==> src/logic/mips_pkg.sv <==
// mips_pkg
// widths, opcode/funct codes, ALU op codes and the instruction word
// shared by every pipeline stage
package mips_pkg;

    localparam int XLEN        = 32;
    localparam int REG_ADDR_W  = 5;
    localparam int IMEM_ADDR_W = 6;    // 64 instruction words
    localparam int DMEM_ADDR_W = 6;    // 64 data words

    // opcodes
    localparam logic [5:0] OP_RTYPE = 6'd0;
    localparam logic [5:0] OP_ADDI  = 6'd8;
    localparam logic [5:0] OP_LW    = 6'd35;
    localparam logic [5:0] OP_SW    = 6'd43;

    // R-type funct field
    localparam logic [5:0] FN_ADD = 6'd32;
    localparam logic [5:0] FN_SUB = 6'd34;
    localparam logic [5:0] FN_AND = 6'd36;
    localparam logic [5:0] FN_OR  = 6'd37;
    localparam logic [5:0] FN_SLT = 6'd42;

    // ALU operations
    localparam logic [2:0] ALU_ADD  = 3'd0;
    localparam logic [2:0] ALU_SUB  = 3'd1;
    localparam logic [2:0] ALU_AND  = 3'd2;
    localparam logic [2:0] ALU_OR   = 3'd3;
    localparam logic [2:0] ALU_SLT  = 3'd4;
    localparam logic [2:0] ALU_ZERO = 3'd5;    // unknown funct

    typedef struct packed {
        logic [5:0]            opcode;
        logic [REG_ADDR_W-1:0] rs;
        logic [REG_ADDR_W-1:0] rt;
        logic [REG_ADDR_W-1:0] rd;
        logic [4:0]            shamt;
        logic [5:0]            funct;
    } r_fmt_t;

    typedef struct packed {
        logic [5:0]            opcode;
        logic [REG_ADDR_W-1:0] rs;
        logic [REG_ADDR_W-1:0] rt;
        logic [15:0]           imm16;
    } i_fmt_t;

    // one 32-bit word, read as R or I format
    typedef union packed {
        r_fmt_t r;
        i_fmt_t i;
    } instr_u;

endpackage

==> src/logic/fetch_unit.sv <==
// fetch_unit
// program counter plus instruction memory, loadable while the core is idle
`timescale 1ns/1ns
module fetch_unit import mips_pkg::*;
(
    input  logic                   SYS_clk,
    input  logic                   SYS_reset,
    input  logic                   run,
    input  logic                   stall,
    input  logic                   imem_we,
    input  logic [IMEM_ADDR_W-1:0] imem_addr,
    input  logic [XLEN-1:0]        imem_data,
    output instr_u                 instr
);

    logic [XLEN-1:0]        imem [2**IMEM_ADDR_W];
    logic [IMEM_ADDR_W-1:0] pc;    // word index

    always_ff @(posedge SYS_clk)
    begin
        if (imem_we)
            imem[imem_addr] <= imem_data;    // program load strobe
    end

    always_ff @(posedge SYS_clk)
    begin
        if (SYS_reset)
            pc <= '0;
        else if (run && !stall)
            pc <= pc + 1'b1;
    end

    assign instr = run ? imem[pc] : '0;    // zero word is a no-op

    // loading under a running core would race the fetch
    a_load_idle: assert property (@(posedge SYS_clk) disable iff (SYS_reset)
        $rose(imem_we) |-> !run);

endmodule

==> config.mk <==
export PLATFORM = sky130hd
export DESIGN_NAME = fetch_unit
export DESIGN_NICKNAME = d
export VERILOG_FILES = /design/src/logic/mips_pkg.sv /design/src/logic/fetch_unit.sv
export SDC_FILE = /design/constraint.sdc
export NUM_CORES = 2
export LEC_CHECK = 0
export BUFFER_PORTS_ARGS = -buffer_cell sky130_fd_sc_hd__buf_2
export CORE_MARGIN = 4
export CORE_UTILIZATION = 48
export DETAILED_ROUTE_END_ITERATION = 6
export GPL_TIMING_DRIVEN = 0
export MAX_ROUTING_LAYER = met4
export PLACE_DENSITY = 0.72
export SETUP_SLACK_MARGIN = 0.05
export SYNTH_ARGS = -nofsm -noshare
export SYNTH_HDL_FRONTEND = slang
export SYNTH_SLANG_ARGS = --single-unit
==> constraint.sdc <==
create_clock -name SYS_clk -period 9.5 [get_ports SYS_clk]
set_input_delay 1.9 -clock SYS_clk [delete_from_list [all_inputs] [get_ports SYS_clk]]
set_output_delay 1.9 -clock SYS_clk [all_outputs]
set_load 0.05 [all_outputs]
-- Yosys cells after proc, flatten, opt, wreduce, memory -nomap -nowiden
Memories as Yosys holds them, arrays and structs flattened. A register that Yosys moved wholly into a read port is not among the register bits.
Cells that the tools add are included.
- register bits after elaboration: 6
- RAM bits: 2048
- input bits: 43
- output and inout bits: 32
- memories kept: 1
- memories (memory ; words ; width ; rd ports ; clocked after Yosys merged registers in ; wr ports ; line ; text):
    imem ; 64 ; 32 ; 1 ; 1 ; 1 ; fetch_unit.sv:16 ; logic [XLEN-1:0] imem [2**IMEM_ADDR_W];
- add/subtract/negate cells: 1
- multiplexer cells: 5
- reduce and logical (&&, ||, !) cells: 2
- operators with widths (kind ; count):
    32-bit 2-to-1 mux ; 1
    6-bit 2-to-1 mux ; 2
    6-bit by 1-bit adder with 6-bit output (second input constant) ; 1
    1-bit 2-to-1 mux ; 2
    1-bit logical AND ; 1
    1-bit logical NOT ; 1

-- Depth between registers and ports, before layout
- depth after elaboration: 4
- mapped depth: 10
- depth with buffers taken out: 5

-- Worst setup path after synthesis
No wires, ideal clock.
- path type: input to output
- start point: input run
- end point: output instr[22] in the netlist's numbering
- arrival time: 3.764 ns
- path slack: 3.836 ns
- cell stages on the path: 4
- cell sequence: clkbuf_1 clkbuf_1 o311ai_0 a211oi_1
- RTL lines (what ; line ; text):
    start, declared ; fetch_unit.sv:8 ; input logic run,
    end, declared ; fetch_unit.sv:13 ; output instr_u instr

==> impl_metrics.csv <==
group,metric,value,unit
global_routing,grt_busiest_layer,"met2",
setup_path,cp.required,7600,ps
global_routing,use_met2,0.4501,
setup_path,path_common_cell,"buf_2",
sta,period_minus_slack,7932,ps
floorplanning,core.rowCount,148,
floorplanning,io_pins,75,
clocking,post_cts_buffers,0,
floorplanning,initial_core_util,0.4842,
sta,fin_skew,1.519,ps
detailed_routing,avgRoutedWirePerCell,41.63,µm
layout,seq_area,61740,µm²
clocking,clock_sinks,2060,
setup_path,path_cells,"buf_2 -> buf_2 -> buf_2 -> clkbuf_1 -> nor2_1 -> a22oi_1 -> o22ai_1 -> nor3_1 -> buf_2",
power,power.leakage,0.02783,µW
clocking,clock_latency,830,ps
clocking,hold_buffers,0,
global_routing,grt.total_usage,0.3085,
setup_path,crit_fanout,10,
placed_design,port_buffers,68,
floorplanning,dieHeight,413.9,µm
detailed_routing,final_antenna_net_count,0,
setup_path,critical-path-max-stage-delay,1180,ps
job,cap_violations,3,
sta,fmax,126.1,MHz
sta,fin_setup_tns,0,ps
layout,num-nets-final,3794,
setup_path,slowest_stage,"clkbuf_1",
outcome,violations,"max-capacitance violations, max-slew violations",
detailed_routing,drt_iter0_markers,7878,
synthesis,synth-main-ff-cell,"edfxtp_1",
clocking,cts_tree,"yes",
synthesis,ys_seq_elements,2060,
synthesis,synth-edff-count,2048,
synthesis,ys_seq_area_frac,0.7807,
detailed_routing,vias_per_cell,6.842,
placed_design,place_hpwl,165.7,mm
hold_path,hold_path_class,"register to register",
global_routing,use_met1,0.3851,
global_routing,overflow,0,
clocking,htreeDepth,4,
setup_path,end_kind,"output pin",
hold_path,min_from,"pc[5]",
setup_path,crit_type,"register to output pin",
synthesis,synthArstFlopShare,0,
synthesis,syn_nets,3403,
global_routing,grt_pass1_vias,40169,
clocking,clockRootBuffer,"clkbuf_16",
synthesis,synthCells,3359,
clocking,clock_tree.buffer_depth,3,
power,ir_drop,0.0001820,V
synthesis,synth_area_leader_cell,"edfxtp_1",
clocking,cts_buffers,196,
detailed_routing,detail_route.drc_violations,0,
sta,maxSlewViolCount,33,
synthesis,netlist.area_leader.share,0.7777,
sta,hold_ws,510.0,ps
global_routing,grt_use_met3,0.09941,
setup_path,crit_arrival,6030,ps
synthesis,ys_warn_count,0,
layout,multi_input_area,16760,µm²
layout,area_growth,15.95,%
placed_design,gp_congestion,0.8900,
global_routing,grt_first_pass_wirelength,342.4,mm
sta,slew_headroom,-0.03593,
power,power_density,206.6,nW/µm²
floorplanning,die_area,171300,µm²
sta,worst_pin_slew,1554,ps
setup_path,start_kind,"register",
detailed_routing,drt_wl_total,254.1,mm
synthesis,netlist_area,79080,µm²
sta,setup_viol,0,
global_routing,grt_max_degree,65,
clocking,path_clk_slew,60,ps
layout,drive_gt1_frac,0.3178,
synthesis,syn_avg_cell_area,23.54,µm²
sta,hold_viol_final,0,
layout,n_fill_cell,11638,
setup_path,r2r_start,"pc[2]",
sta,post-route-period-util,0.8350,
clocking,cts_resized,0,
outcome,status,"finished with violations",
synthesis,synth.distinct_cells,53,
detailed_routing,routed-via-count,41764,
floorplanning,die_w,413.9,µm
global_routing,antenna_found_initial,13,
floorplanning,core-area,163300,µm²
detailed_routing,drt_first_pass_iters,5,
sta,grt_setup_unrepaired,"false",
synthesis,synthTopCellsByArea,"edfxtp_1 (78%), mux4_2 (16%), mux2i_1 (1.8%), nor2_1 (0.54%), buf_4 (0.53%)",
[worst paths after layout]
path / endpoint / slack [ps] / depth (start not counted)
setup reg to reg: pc[5] / 8300 / 3
hold / removal: register / 510 / 2
setup / recovery: instr[16] / 1570 / 9
hold reg to reg: register / 510 / 2
[through the flow]
stage | util | instances | worst slack, ps | total power [µW] | area, µm²
6_report | 0.5614 | 6104 | 1568 | 18940 | 91690
5_1_grt | 0.5614 | 6103 | 1800 | 19380 | 91690
4_1_cts | 0.5611 | 6091 | 2013 | 18940 | 91640
3_5_place_dp | 0.5216 | 5726 | 2423 | 11200 | 85180
3_3_place_gp | 0.5029 | 5602 | -922.5 | 11160 | 82140
2_1_floorplan | - | 3359 | 3836 | 10780 | 79080
[Yosys cell counts, types with 12 or more instances]
library cell / number
edfxtp_1: 2048
mux4_2: 553
mux2i_1: 141
nor2_1: 114
buf_2: 64
nand2_1: 59
buf_4: 56
clkbuf_1: 39
mux2_2: 29
nand3_1: 27
a22oi_1: 18
o21ai_0: 18
a31oi_1: 17
a21oi_1: 16
nor2b_1: 13
o22ai_1: 13
dfxtp_1: 12
o211ai_1: 12
[area by class of cell]
cell class,count,share of cell area
Sequential cell,2060,0.6733
Multi-Input combinational cell,1118,0.1828
Clock buffer,250,0.05733
Timing Repair Buffer,193,0.03196
Tap cell,2175,0.02968
Clock inverter,115,0.01303
Buffer,179,0.01145
Antenna cell,12,0.0003275
Inverter,2,0.00008188
[cells in the final DEF, fill, tap and decap left out, types with 6 or more instances in the layout]
cell type	Yosys	routed
dfxtp_1	12	12
diode_2	0	12
mux4_2	553	553
buf_6	11	23
buf_2	64	133
clkinv_1	0	51
buf_4	56	57
nand2_1	59	59
a21oi_1	16	16
o211ai_1	12	12
o22ai_1	13	13
nor2_1	114	52
mux2_2	29	29
mux2i_1	141	141
buf_16	0	26
nor2_4	0	62
a31oi_1	17	17
nand3_1	27	27
nor2b_1	13	13
buf_12	0	86
buf_1	9	7
clkinv_2	0	26
clkbuf_16	0	203
nand2b_1	11	11
nor3_1	9	7
a22oi_1	18	18
a211oi_1	6	6
o21ai_0	18	18
clkbuf_1	39	84
edfxtp_1	2048	2048
bufinv_16	0	23
nand4_1	8	8
[worst max-delay path: cells and delay by family (launching register included)]
kind	cells	cell delay, ps
flops	1	320
simple gates	2	1450
buf+inv	5	2990
compound gates	2	400
[registers in the layout, summed over array words and instances, names as in the netlist, named ones only]
signal and cells:
imem 2048, pc 6
[where the power goes]
part           internal (µW)  switching [µW]  total [µW]
Clock                   4530            3390        7920
Sequential             10100            15.2       10100
Combinational            347             602         950
Total                  14900            4000       18900
[metal layers]
metal / up-vias / wire, µm
li1: 15207 / -
met1: 21615 / 82540
met2: 4019 / 115200
met3: 923 / 38100
met4: 0 / 18280
met5: - / 0
[cells by family (layout without fill, tap and decap cells)]
kind of cell | after synthesis | count (layout) | synth area share
AOI/OAI and AO/OA | 130 | 130 | 0.01120
xor gates and xnor gates | 4 | 4 | 0.0004431
buffers and inverters | 181 | 739 | 0.01331
DFF | 2060 | 2060 | 0.7807
adders and majority gates | 1 | 1 | 0.0001582
and+or+nand+nor | 260 | 260 | 0.01467
muxes | 723 | 723 | 0.1795
other | 0 | 12 | 0
Note: power is estimated with default switching activity, not from simulation.
