<file path="src/logic/mips_pkg.sv">
// mips_pkg
// widths, opcode/funct codes, ALU op codes and the instruction word
// shared by every pipeline stage
package mips_pkg;

    localparam int XLEN        = 32;
    localparam int REG_ADDR_W  = 5;
    localparam int IMEM_ADDR_W = 6;    // 64 instruction words
    localparam int DMEM_ADDR_W = 6;    // 64 data words

    // opcodes
    localparam logic [5:0] OP_RTYPE = 6'd0;
    localparam logic [5:0] OP_ADDI  = 6'd8;
    localparam logic [5:0] OP_LW    = 6'd35;
    localparam logic [5:0] OP_SW    = 6'd43;

    // R-type funct field
    localparam logic [5:0] FN_ADD = 6'd32;
    localparam logic [5:0] FN_SUB = 6'd34;
    localparam logic [5:0] FN_AND = 6'd36;
    localparam logic [5:0] FN_OR  = 6'd37;
    localparam logic [5:0] FN_SLT = 6'd42;

    // ALU operations
    localparam logic [2:0] ALU_ADD  = 3'd0;
    localparam logic [2:0] ALU_SUB  = 3'd1;
    localparam logic [2:0] ALU_AND  = 3'd2;
    localparam logic [2:0] ALU_OR   = 3'd3;
    localparam logic [2:0] ALU_SLT  = 3'd4;
    localparam logic [2:0] ALU_ZERO = 3'd5;    // unknown funct

    typedef struct packed {
        logic [5:0]            opcode;
        logic [REG_ADDR_W-1:0] rs;
        logic [REG_ADDR_W-1:0] rt;
        logic [REG_ADDR_W-1:0] rd;
        logic [4:0]            shamt;
        logic [5:0]            funct;
    } r_fmt_t;

    typedef struct packed {
        logic [5:0]            opcode;
        logic [REG_ADDR_W-1:0] rs;
        logic [REG_ADDR_W-1:0] rt;
        logic [15:0]           imm16;
    } i_fmt_t;

    // one 32-bit word, read as R or I format
    typedef union packed {
        r_fmt_t r;
        i_fmt_t i;
    } instr_u;

endpackage

</file>
<file path="src/logic/memory_stage.sv">
// memory_stage
// memory register, word-addressed data memory and the writeback register
`timescale 1ns/1ns
module memory_stage import mips_pkg::*;
(
    input  logic                  SYS_clk,
    input  logic                  SYS_reset,
    input  logic [XLEN-1:0]       alu_result,
    input  logic [XLEN-1:0]       store_data,
    input  logic [REG_ADDR_W-1:0] ex_dest,
    input  logic                  ex_reg_write,
    input  logic                  ex_mem_read,
    input  logic                  ex_mem_write,
    output logic [REG_ADDR_W-1:0] mem_dest,
    output logic                  mem_reg_write,
    output logic                  wb_valid,
    output logic [REG_ADDR_W-1:0] wb_dest,
    output logic [XLEN-1:0]       wb_data
);

    logic [XLEN-1:0]        dmem [2**DMEM_ADDR_W];
    logic [XLEN-1:0]        mem_alu;
    logic [XLEN-1:0]        mem_store;
    logic                   mem_read_q;
    logic                   mem_write_q;
    logic [DMEM_ADDR_W-1:0] dmem_idx;
    logic [XLEN-1:0]        load_data;

    always_ff @(posedge SYS_clk)
    begin
        if (SYS_reset)
        begin
            mem_reg_write <= 1'b0;
            mem_read_q    <= 1'b0;
            mem_write_q   <= 1'b0;
            wb_valid      <= 1'b0;
        end
        else
        begin
            mem_reg_write <= ex_reg_write;
            mem_read_q    <= ex_mem_read;
            mem_write_q   <= ex_mem_write;
            wb_valid      <= mem_reg_write && (mem_dest != '0);    // r0 writes dropped
        end
    end

    always_ff @(posedge SYS_clk)
    begin
        mem_alu   <= alu_result;
        mem_store <= store_data;
        mem_dest  <= ex_dest;
        wb_dest   <= mem_dest;
        wb_data   <= mem_read_q ? load_data : mem_alu;
    end

    assign dmem_idx  = mem_alu[DMEM_ADDR_W+1:2];    // byte address to word
    assign load_data = dmem[dmem_idx];

    always_ff @(posedge SYS_clk)
    begin
        if (mem_write_q)
            dmem[dmem_idx] <= mem_store;
    end

    // decode never issues an op that both loads and stores
    a_rw_excl: assert property (@(posedge SYS_clk) disable iff (SYS_reset)
        !(mem_read_q && mem_write_q));

endmodule

</file>
<file path="config.mk">
export PLATFORM = sky130hd
export DESIGN_NAME = memory_stage
export DESIGN_NICKNAME = d
export VERILOG_FILES = /design/src/logic/mips_pkg.sv /design/src/logic/memory_stage.sv
export SDC_FILE = /design/constraint.sdc
export NUM_CORES = 2
export LEC_CHECK = 0
export BUFFER_PORTS_ARGS = -buffer_cell sky130_fd_sc_hd__buf_2
export CORE_MARGIN = 1
export CORE_UTILIZATION = 45
export CTS_BUF_LIST = sky130_fd_sc_hd__clkbuf_4 sky130_fd_sc_hd__clkbuf_8 sky130_fd_sc_hd__clkbuf_16
export DETAILED_ROUTE_END_ITERATION = 10
export PLACE_DENSITY = 0.59
export SKIP_CTS_REPAIR_TIMING = 1
export SLEW_MARGIN = 20
export SYNTH_ARGS = -nofsm -noshare
export SYNTH_HDL_FRONTEND = slang
export SYNTH_SLANG_ARGS = --single-unit
</file>
<file path="constraint.sdc">
create_clock -name SYS_clk -period 8.3 [get_ports SYS_clk]
set_input_delay 0.83 -clock SYS_clk [delete_from_list [all_inputs] [get_ports SYS_clk]]
set_output_delay 0.83 -clock SYS_clk [all_outputs]
set_load 0.02 [all_outputs]
</file>
======== Word level (Yosys, flattened, before mapping) ========
Memories as Yosys holds them, arrays and structs flattened. A register that Yosys moved wholly into a read port is not among the register bits.
Index checks and enable logic that the tools add are counted.
operators by class
  add/subtract/negate cells ............... 0
  $mul .................................... 0
  div/mod/pow operators ................... 0
  order comparisons ....................... 0
  equal/unequal tests ..................... 0
  shifts and indexed selects .............. 0
  multiplexer cells ....................... 3
  bitwise operators ....................... 0
  reduce and logical (&&, ||, !) cells .... 2
operators by type and width
  cell                number
  two-way mux 32 bit  1
  nonzero test 5 bit  1
  two-way mux 1 bit   2
  logical AND 1 bit   1
word-level totals
  register bits ........................... 110
  bits in latches ......................... 0
  RAM bits ................................ 2048
  ROM bits ................................ 0
  logic and storage cells ................. 15
  memories kept ........................... 1
memory list
  memory  words  bits a word  read ports  clocked after memory_dff  write ports  line                source
  dmem    64     32           1           1                         1            memory_stage.sv:21  logic [XLEN-1:0] dmem [2**DMEM_ADDR_W];

======== Longest topological paths before layout ========
  word-level depth ........................ 2
  gate-level depth with buffers ........... 12
  mapped depth without buffers ............ 6

======== Worst setup path after synthesis ========
Ideal clock, no wire load.
  path kind ............................... reg2reg
  from .................................... register mem_alu[7]
  to ...................................... memory dmem[40][0], enable pin
  setup time .............................. 0.421 ns
  arrival ................................. 3.061 ns
  data required time ...................... 7.879 ns
  slack ................................... 4.818 ns
  stages on the path, launching flop included .. 9
  period minus slack after synthesis ...... 3.482 ns
  path through ............................ dfxtp_1 clkbuf_1 buf_2 nand2_1 nor2_1 clkbuf_1 buf_1 nand2_1 nor2_1
RTL lines
  item                    line                source
  start, declared         memory_stage.sv:22  logic [XLEN-1:0] mem_alu;
  start signal, assigned  memory_stage.sv:49  mem_alu <= alu_result;
  end, declared           memory_stage.sv:21
No word-level cell before the write port.

==> metrics <==
Post-Synth Adder-Cell Area 0; number of vias per cell 6.614; non-filler cells, final 7048; Worst R2R Path Depth 7; CTS root buf clkbuf_16; H-tree depth 4; Synth Area in Compound Gates 0.08411; number of global-route vias before repair 43970; maximum VDD drop 0.2158 mV; fin area 92300 um2; DRT Wirelength 273800 um; DRT iter0 DRCs 7852; R2R Path Start mem_alu[4]; Worst slew margin 0.2301; crit path from mem_alu[4]; YS warnings 0; largest net degree at the start of global routing around 100; R2R Setup Slk 3790 ps; Critical Path RT 9090 ps; GRT overflow 0; gr busiest metal met2; GR Layer Usage met3 0.06293; Setup crit end wb_data[27]; unrepaired setup endpoints after global routing false; clock buffer depth 3; FMAX approximately 220 MHz; CP Max Fanout 48; total number of clock tree sinks approximately 2200; met1 usage 0.4175; Final period util 0.5437; Pleak just under 0.03 uW; status finished, final reports clean; final antenna-violating net count 0; dpl hpwl 150800 um; Total Power approximately 23000 uW; syn_nets roughly 4400; highest-count cells in the layout ignoring fill and taps edfxtp_1 (2048), mux2i_1 (227), clkbuf_16 (220); Worst Path Arrival approximately 5300 ps; Synth Area per Inst 18.93 um2; top-area cell type share of the netlist area 0.7583; Slew @ Worst Pin 1155 ps; Setup CP Type reg2reg; # nets final 4575; worst flop-to-flop path endpoint wb_data[27]; Cell Rows 155; number of enable flip-flop cells after synthesis around 2000; routed via count ~47000; post-synthesis mux area share 0.09013; Pre-antenna DRT Iters 6; Cells after DPL 6639; main combinational cell family by area after synthesis multiplexers; Starting Density 0.4536; die width 426.5 um; Core Area 178800 um2; CTS clk-pin slew, worst paths 60 ps; Setup Skew 38.66 ps; crit path launch type flop; Synth Instances 4285; filler cell count in the final layout 14270; Yosys cell types 70; Placement Cell Area 85120 um2; RD Place Congestion slightly below 0.9; Max Cap Violations 0; clk_lat worst skew between 800 and 900 ps; Post-Syn Area 81100 um2; Yosys reg bits about 2200; fin crit period 4513 ps; post-synthesis sequential area ratio 0.7854; first-pass GRT wire length 371600 um; Max Transition Viols Final 0; post-synth top area cell edfxtp_1; CP Capture Type flop; Hold Path Class in2reg; Num CTS Buffers roughly 220; # DRC 0; WL/cell 38.85 um; Die Height 426.5 um; die area 181900 um2; largest cells by area after synthesis edfxtp_1 (76%), mux4_2 (4.3%), mux2i_1 (2.8%); CTS tree built; total track usage 0.2995; initial antenna violation count 12; PwrDens 250.1 nW/um2; # IOs 118; layout cell share with drive strength beyond 1 0.2290; M2 GR Usage 0.4549; Synth Area in XOR/XNOR 0; ys async rst share 0; port bufs approximately 120; Primary FF master, synth edfxtp_1; final setup violation count 0; Layout area overhead 13.81%; Final Hold Violating Endpoints 0; simple-gate share of the synthesized area 0.02097; most common cell after layout, fill and taps aside edfxtp_1; final setup TNS 0 ps
-- flip-flops by register name, summed over array words and instances (netlist names) --
signal	cells
mem_write_q	1
mem_alu	32
mem_dest	5
wb_valid	1
mem_read_q	1
mem_reg_write	1
mem_store	32
dmem	2048
wb_dest	5
wb_data	32
-- per-stage QoR --
stage,setup WS (ps),hold WS [ps],utilization
after detailed placement,4002,355.1,0.4761
after floorplan,4818,425.2,-
after global placement,4055,353.1,0.4760
after CTS,3993,13.62,0.5161
final,3787,63.30,0.5162
after global routing,3758,38.91,0.5162
-- layer usage --
| layer | wire length [um] | vias to the layer above |
|---|---|---|
| met5 | 38 | - |
| met4 | 13830 | 6 |
| met3 | 30730 | 625 |
| met2 | 124500 | 3297 |
| met1 | 104800 | 24460 |
| li1 | - | 18230 |
-- critical path, cell delays in order (launching register included) --
cell and delay, ps:
dfxtp_4 600, buf_4 770, nor2b_4 500, buf_4 790, a22oi_1 400, o311ai_1 680, a211o_1 310, o32a_1 220
-- worst min path at each step --
| stage | to | startpoint | cells past startpoint | slack (ps) |
|---|---|---|---|---|
| 2_1_floorplan | wb_data[16] | mem_alu[16] | 1 | 430 |
| 3_5_place_dp | wb_dest[2] | mem_dest[2] | 0 | 360 |
| 4_1_cts | mem_alu[23] | alu_result[23] | 1 | 10 |
| 3_3_place_gp | wb_dest[3] | mem_dest[3] | 0 | 350 |
| 6_report | mem_alu[23] | alu_result[23] | 1 | 60 |
| 5_1_grt | mem_alu[9] | alu_result[9] | 1 | 40 |
-- cell families after synthesis --
family          Yosys count
buf+inv                 295
flops                  2158
compound gates          925
mux                     520
simple gates            387
-- cell type report --
class | instances | area [um2] | area share
flip-flops and latches | 2158 | 63770 | 0.6909
multi-input cells | 1832 | 16440 | 0.1781
clock buffers | 305 | 6287 | 0.06811
well taps | 2355 | 2947 | 0.03192
repair buffers | 288 | 1944 | 0.02106
clock inverters | 100 | 877.1 | 0.009502
inverters | 6 | 32.53 | 0.0003524
diodes | 4 | 10.01 | 0.0001084
-- synthesized netlist by cell type (10+ instances only) --
| master | n |
|---|---|
| edfxtp_1 | 2048 |
| mux2i_1 | 227 |
| a221oi_1 | 206 |
| nor2_1 | 170 |
| mux4_2 | 154 |
| a22oi_1 | 148 |
| mux2_2 | 128 |
| nand2_1 | 124 |
| o21ai_0 | 116 |
| buf_2 | 113 |
| a21oi_1 | 112 |
| dfxtp_1 | 110 |
| clkbuf_1 | 100 |
| o22ai_1 | 93 |
| a22o_1 | 50 |
| a221o_1 | 46 |
| buf_4 | 36 |
| a31oi_1 | 30 |
| buf_6 | 25 |
| nand3_1 | 23 |
| o32a_1 | 17 |
| o22a_1 | 16 |
| buf_1 | 15 |
| a222oi_1 | 14 |
| o2bb2ai_1 | 12 |
| nor2b_1 | 11 |
| mux2_1 | 10 |
-- report_power, final --
| part | internal (uW) | switching (uW) | leakage, uW | total, uW |
|---|---|---|---|---|
| Combinational | 336 | 871 | 0.00659 | 1210 |
| Sequential | 12000 | 80.2 | 0.0193 | 12100 |
| Clock | 5670 | 4140 | 0.00361 | 9820 |
Note: power is estimated with default switching activity, not from simulation.
