$ cat src/logic/mips_pkg.sv
// mips_pkg
// widths, opcode/funct codes, ALU op codes and the instruction word
// shared by every pipeline stage
package mips_pkg;

    localparam int XLEN        = 32;
    localparam int REG_ADDR_W  = 5;
    localparam int IMEM_ADDR_W = 6;    // 64 instruction words
    localparam int DMEM_ADDR_W = 6;    // 64 data words

    // opcodes
    localparam logic [5:0] OP_RTYPE = 6'd0;
    localparam logic [5:0] OP_ADDI  = 6'd8;
    localparam logic [5:0] OP_LW    = 6'd35;
    localparam logic [5:0] OP_SW    = 6'd43;

    // R-type funct field
    localparam logic [5:0] FN_ADD = 6'd32;
    localparam logic [5:0] FN_SUB = 6'd34;
    localparam logic [5:0] FN_AND = 6'd36;
    localparam logic [5:0] FN_OR  = 6'd37;
    localparam logic [5:0] FN_SLT = 6'd42;

    // ALU operations
    localparam logic [2:0] ALU_ADD  = 3'd0;
    localparam logic [2:0] ALU_SUB  = 3'd1;
    localparam logic [2:0] ALU_AND  = 3'd2;
    localparam logic [2:0] ALU_OR   = 3'd3;
    localparam logic [2:0] ALU_SLT  = 3'd4;
    localparam logic [2:0] ALU_ZERO = 3'd5;    // unknown funct

    typedef struct packed {
        logic [5:0]            opcode;
        logic [REG_ADDR_W-1:0] rs;
        logic [REG_ADDR_W-1:0] rt;
        logic [REG_ADDR_W-1:0] rd;
        logic [4:0]            shamt;
        logic [5:0]            funct;
    } r_fmt_t;

    typedef struct packed {
        logic [5:0]            opcode;
        logic [REG_ADDR_W-1:0] rs;
        logic [REG_ADDR_W-1:0] rt;
        logic [15:0]           imm16;
    } i_fmt_t;

    // one 32-bit word, read as R or I format
    typedef union packed {
        r_fmt_t r;
        i_fmt_t i;
    } instr_u;

endpackage

$ cat src/logic/execute_stage.sv
// execute_stage
// execute register, ALU op select from opcode/funct, and the ALU
`timescale 1ns/1ns
module execute_stage import mips_pkg::*;
(
    input  logic                  SYS_clk,
    input  logic                  SYS_reset,
    input  instr_u                id_instr,
    input  logic [XLEN-1:0]       rs_value,
    input  logic [XLEN-1:0]       rt_value,
    input  logic [XLEN-1:0]       imm_ext,
    input  logic [REG_ADDR_W-1:0] dest,
    input  logic                  reg_write,
    input  logic                  mem_read,
    input  logic                  mem_write,
    output logic [XLEN-1:0]       alu_result,
    output logic [XLEN-1:0]       store_data,
    output logic [REG_ADDR_W-1:0] ex_dest,
    output logic                  ex_reg_write,
    output logic                  ex_mem_read,
    output logic                  ex_mem_write
);

    instr_u          ex_instr;
    logic [XLEN-1:0] op_a;
    logic [XLEN-1:0] op_b;
    logic [XLEN-1:0] ex_imm;
    logic [2:0]      alu_op;
    logic            is_rtype;

    always_ff @(posedge SYS_clk)
    begin
        if (SYS_reset)
        begin
            ex_reg_write <= 1'b0;
            ex_mem_read  <= 1'b0;
            ex_mem_write <= 1'b0;
        end
        else
        begin
            ex_reg_write <= reg_write;
            ex_mem_read  <= mem_read;
            ex_mem_write <= mem_write;
        end
    end

    always_ff @(posedge SYS_clk)
    begin
        ex_instr   <= id_instr;
        op_a       <= rs_value;
        store_data <= rt_value;    // rt doubles as sw data
        ex_imm     <= imm_ext;
        ex_dest    <= dest;
    end

    assign is_rtype = (ex_instr.r.opcode == OP_RTYPE);
    assign op_b     = is_rtype ? store_data : ex_imm;

    always_comb
    begin
        alu_op = ALU_ADD;    // addi, lw, sw address
        if (is_rtype)
        begin
            case (ex_instr.r.funct)
                FN_ADD:  alu_op = ALU_ADD;
                FN_SUB:  alu_op = ALU_SUB;
                FN_AND:  alu_op = ALU_AND;
                FN_OR:   alu_op = ALU_OR;
                FN_SLT:  alu_op = ALU_SLT;
                default: alu_op = ALU_ZERO;
            endcase
        end
    end

    always_comb
    begin
        case (alu_op)
            ALU_ADD: alu_result = op_a + op_b;
            ALU_SUB: alu_result = op_a - op_b;
            ALU_AND: alu_result = op_a & op_b;
            ALU_OR:  alu_result = op_a | op_b;
            ALU_SLT: alu_result = {{(XLEN-1){1'b0}}, $signed(op_a) < $signed(op_b)};
            default: alu_result = '0;
        endcase
    end

endmodule

$ cat config.mk
export PLATFORM = sky130hd
export DESIGN_NAME = execute_stage
export DESIGN_NICKNAME = d
export VERILOG_FILES = /design/src/logic/mips_pkg.sv /design/src/logic/execute_stage.sv
export SDC_FILE = /design/constraint.sdc
export NUM_CORES = 1
export LEC_CHECK = 0
export BUFFER_PORTS_ARGS = -buffer_cell sky130_fd_sc_hd__buf_2
export CAP_MARGIN = 5
export CORE_UTILIZATION = 55
export CTS_CLUSTER_DIAMETER = 30
export DETAILED_ROUTE_END_ITERATION = 8
export GPL_TIMING_DRIVEN = 0
export PLACE_DENSITY = 0.83
export SYNTH_ARGS = -nofsm -noshare
export SYNTH_HDL_FRONTEND = slang
export SYNTH_SLANG_ARGS = --single-unit
$ cat constraint.sdc
create_clock -name SYS_clk -period 8.45 [get_ports SYS_clk]
set_input_delay 1.69 -clock SYS_clk [delete_from_list [all_inputs] [get_ports SYS_clk]]
set_output_delay 1.69 -clock SYS_clk [all_outputs]
set_load 0.02 [all_outputs]
# Yosys cells after proc, flatten, opt, wreduce, memory -nomap -nowiden
# Index checks and enable logic that the tools add are counted.
word_totals:
  in_bits: 138
  memories: 0
  rom_bits: 0
  ff_bits: 136
  mem_bits_rw: 0
  output_inout_bits: 72
  elab_cells: 28
  latch_bits: 0
classes:
  add_sub_neg: 2
  mux: 4
  magnitude_cmp: 1
  n_reduce_logical: 2
  bitwise_logic: 2
  n_shift: 0
  n_mul: 0
  div: 0
  n_eq_ne: 9
ops:
  columns: ["cell", "n"]
  rows:
  - ["$pmux W32 S5", 1]
  - ["$add A32 B32 Y32", 1]
  - ["$and A32 B32 Y32", 1]
  - ["$lt A32 B32 Y1", 1]
  - ["$mux W32", 1]
  - ["$or A32 B32 Y32", 1]
  - ["$sub A32 B32 Y32", 1]
  - ["$eq A6 B6 Y1 const B", 5]
  - ["$pmux W3 S5", 1]
  - ["$eq A3 B2 Y1 const B", 2]
  - ["$logic_not A6 Y1", 1]
  - ["$eq A3 B1 Y1 const B", 1]
  - ["$eq A3 B3 Y1 const B", 1]
  - ["$logic_not A3 Y1", 1]
  - ["$mux W3", 1]

# Depth between registers and ports, before layout
depth:
  ltp_word: 5
  ltp_mapped: 16
  mapped_depth_nobuf: 15

# Worst setup path before layout
# OpenSTA, ideal clock, no wires.
synth_path:
  kind: "reg-to-output"
  startpoint: "reg ex_instr[31] in the netlist's numbering"
  endpoint: "out alu_result[26]"
  required_time_ps: 6760
  path_stages_with_launch: 16
  path_slack_ps: 2643
  t_arrival_ps: 4117
  path_buffers: 1
  cell_sequence: "dfxtp_1 -> nor4_1 -> nand2_1 -> clkbuf_1 -> mux2_2 -> ha_1 -> inv_1 -> fa_1 -> nor2b_1 -> o211ai_1 -> a211oi_2 -> a211oi_2 -> o211ai_2 -> a211oi_2 -> o211ai_1 -> o311ai_1"
synth_via:
  elab_chain_cells: 4
  elab_cells_between_ends: 13
  classes_between: "2 x add/sub; 4 x eq/ne; 3 x mux; 2 x bitwise; 2 x reduce/logical"
synth_rtl:
  columns: ["item", "line", "text"]
  rows:
  - ["start: declaration", "execute_stage.sv:24", "instr_u ex_instr;"]
  - ["start signal: assignment", "execute_stage.sv:49", "ex_instr <= id_instr;"]
  - ["$logic_not A6 Y1 (*)", "execute_stage.sv:56", "assign is_rtype = (ex_instr.r.opcode == OP_RTYPE);"]
  - ["$mux W32 / $mux W3 (equally long branches)", "execute_stage.sv:57, execute_stage.sv:62", null]
  - ["$sub A32 B32 Y32 (tied with other cells)", "execute_stage.sv:79", "ALU_SUB: alu_result = op_a - op_b;"]
  - ["$pmux W32 S5 (*)", "execute_stage.sv:77", "case (alu_op)"]
  - ["end: declaration", "execute_stage.sv:16", "output logic [XLEN-1:0] alu_result,"]
# Every way passes the cells marked *; elsewhere a longest branch is shown, timed or not.

# Worst setup path after layout
layout_path:
  startpoint: "reg ex_instr[31] in the netlist's numbering"
  endpoint: "out alu_result[24]"
# Same word-level chain as after synthesis.

==> run summary <==
hold_ws = 1.37 ns
Setup WS pre-CTS = 1.74 ns
Final Slew Violations = 0
count of different cell masters after synthesis = 82
Layout Cells excl Fill = 1283
Die Y = 119 µm
average cell area after synthesis = 8.53 µm²
cells along the critical path = nor4_1 > nand2_1 > clkbuf_1 > mux2_2 > ha_1 > fa_1 > a21oi_1 > o21ai_1 > nand3_1 > a21oi_1 > a21bo_1 > a31o_1 > a2111oi_0 > o211ai_1 > nand3_1 > buf_2
Crit-path slowest cell = nor4_1
EDFF count, synth = 0
Syn Std Cell Area = 0.00756 mm²
fillers = 1131
largest family of logic cells by synthesized area = compound AO/OA/AOI/OAI gates
async set-or-reset flop fraction in the synthesized netlist = 0%
area of the multi-input gates = 0.00468 mm²
proportion of synthesized area in mux cells = 5.60%
DP Area = 0.00872 mm²
Placement Rows = 42
number of global-route vias before repair = 7091
leading area contributor after synthesis = dfxtp_1
Initial Util = 56.6%
DRC Markers = 0
dpl cells = 1251
Synth top cells by count = dfxtp_1 (116), ha_1 (97), inv_1 (89)
final WL = 21600 µm
largest net degree at the start of global routing = 17
max cap viols = 0
Startpoint Class = flip-flop
first-pass GRT wire length = 34300 µm
clk sink count = 116
total gr overflow = 0
vias = 7460
final setup violation count = 0
fin crit share = 87.1%
H-tree Lvls = 4
detailed-placement wirelength estimate = 16200 µm
largest cells by area after synthesis = dfxtp_1 (31%), ha_1 (16%), mux2_2 (4.9%)
clk root buf = clkbuf_16
Seq cells post-synth = 116
Seq/Total Area, Yosys = 30.7%
Global Route Usage Sum = 30.8%
highest clock rate = 0.136 GHz
post-synthesis xor/xnor area fraction = 2.43%
DIE AREA = 0.0142 mm²
Inserted Diodes = 0
Post-CTS Setup Bufs = 0
worst setup margin = 1.09 ns
Port Buf Inserts = 189
post-route cell area = 0.00929 mm²
Buf+Inv Stages, Crit Path = 2
crit-path leading delay family = compound AO/OA/AOI/OAI gates
vias per cell = 5.81
syn nets = 1123
Synthesis Warnings = 0
Leakage Power = 4.51 nW
share of the synthesized area in the top cell type = 30.7%
ys flop type = dfxtp_1
post-layout minimum cycle time = 7.36 ns
GP Congestion = 0.962
status = complete, no violations
hold-fix buffer count after cts = 0
TritonCTS Buffers = 17
Worst setup EP type = output port
most common cell in the netlist = dfxtp_1
I/O pins = 210
worst path arrival time = 5.67 ns
Worst Hold Class = in -> reg
fraction of layout cells with a size suffix above 1 = 26.6%
register area = 0.00232 mm²
CP required = 6.76 ns
Clock transition at path regs = 0.06 ns
Tightest Pin Transition = 0.931 ns
Synth Area in Adders = 16.6%
P&R area growth vs syn = 22.9%
final setup TNS = 0 ns
post-synthesis compound-gate area fraction = 23.0%
cells after synthesis = 886
PwrDens = 186 mW/mm²
simple-gate share of the synthesized area = 14.3%
core area = 0.0133 mm²
Setup CP Type = reg -> out
RSZ-0062 raised after global routing = false
Peak supply drop = 0.224 mV
Hold Vio Cnt, Final = 0
Die Span X = 119 µm
post-cts sizing count = 0
Max clock buf depth = 2
relative slew slack = 38.0%
initial DRC count = 742
Pre-antenna DRT Iters = 6
post-route ant nets = 0
Worst path max stage delay = 0.64 ns
CTS tree = built
Nets = 1331
initial antenna violation count = 0
WL per Instance = 16.8 µm
Crit Path Max Fanout = 10
[registers in the layout, indices dropped and copies added (netlist names)]
| signal | count |
|---|---|
| ex_mem_read | 1 |
| ex_mem_write | 1 |
| op_a | 32 |
| ex_imm | 32 |
| ex_reg_write | 1 |
| ex_instr | 12 |
| store_data | 32 |
| ex_dest | 5 |
[final cells by class]
type	instances	share of cell area, %
plain buffers	46	2.24
clock buffers	18	4.73
clock inverters	14	1.32
inverters	92	3.72
multi-input cells	632	50.4
flip-flops and latches	116	25.0
well taps	176	2.37
repair buffers	189	10.2
[worst paths after layout]
kind	slack [ns]	endpoint	from	cells past startpoint
worst min-delay path	1.37	op_a[26]	rs_value[26]	1
worst max-delay path	1.09	alu_result[24]	ex_instr[31]	16
[through the flow]
stage / util (%) / power (mW)
2_1_floorplan: - / 0.917
3_3_place_gp: 65.4 / 1.05
3_5_place_dp: 65.4 / 1.05
4_1_cts: 69.6 / 1.73
5_1_grt: 69.6 / 1.81
6_report: 69.6 / 1.72
[cells in the final DEF, fill, tap and decap left out, types with 11 or more instances in the layout]
master | netlist | final
clkbuf_16 | 0 | 17
nand3_1 | 15 | 15
nand2_1 | 48 | 48
ha_1 | 97 | 97
a211oi_1 | 12 | 12
mux2_2 | 33 | 33
o22ai_1 | 21 | 21
clkbuf_1 | 25 | 25
inv_1 | 89 | 89
buf_2 | 13 | 202
o21ai_0 | 52 | 52
nor2b_1 | 13 | 13
nor3_1 | 18 | 18
nor2_1 | 63 | 63
xnor2_1 | 17 | 17
a21o_1 | 12 | 12
dfxtp_1 | 116 | 116
a21oi_1 | 65 | 65
or3_1 | 11 | 11
o211ai_1 | 12 | 12
[where the power goes]
group | switching [mW] | internal, mW | total (mW)
clock | 0.280 | 0.391 | 0.671
sequential | 0.0144 | 0.577 | 0.592
combinational | 0.280 | 0.182 | 0.462
[cells by family (layout without fill, tap and decap cells)]
| kind of cell | count (synthesis) | count (layout) |
|---|---|---|
| AOI/OAI and AO/OA | 260 | 260 |
| xor gates and xnor gates | 21 | 21 |
| adders and majority gates | 99 | 99 |
| buffers and inverters | 138 | 359 |
| DFF | 116 | 116 |
| muxes | 38 | 38 |
| and+or+nand+nor | 214 | 214 |
[per-layer routing]
layer	GRT usage [%]	wire length (µm)	vias to the layer above	share of wire, %
met5	0	0	-	0
li1	-	-	3536	-
met4	11.9	547	0	2.5
met2	49.1	9860	459	46
met3	7.71	2380	49	11
met1	39.7	8830	3416	41
No activity file was read; power rests on OpenSTA's default activity.
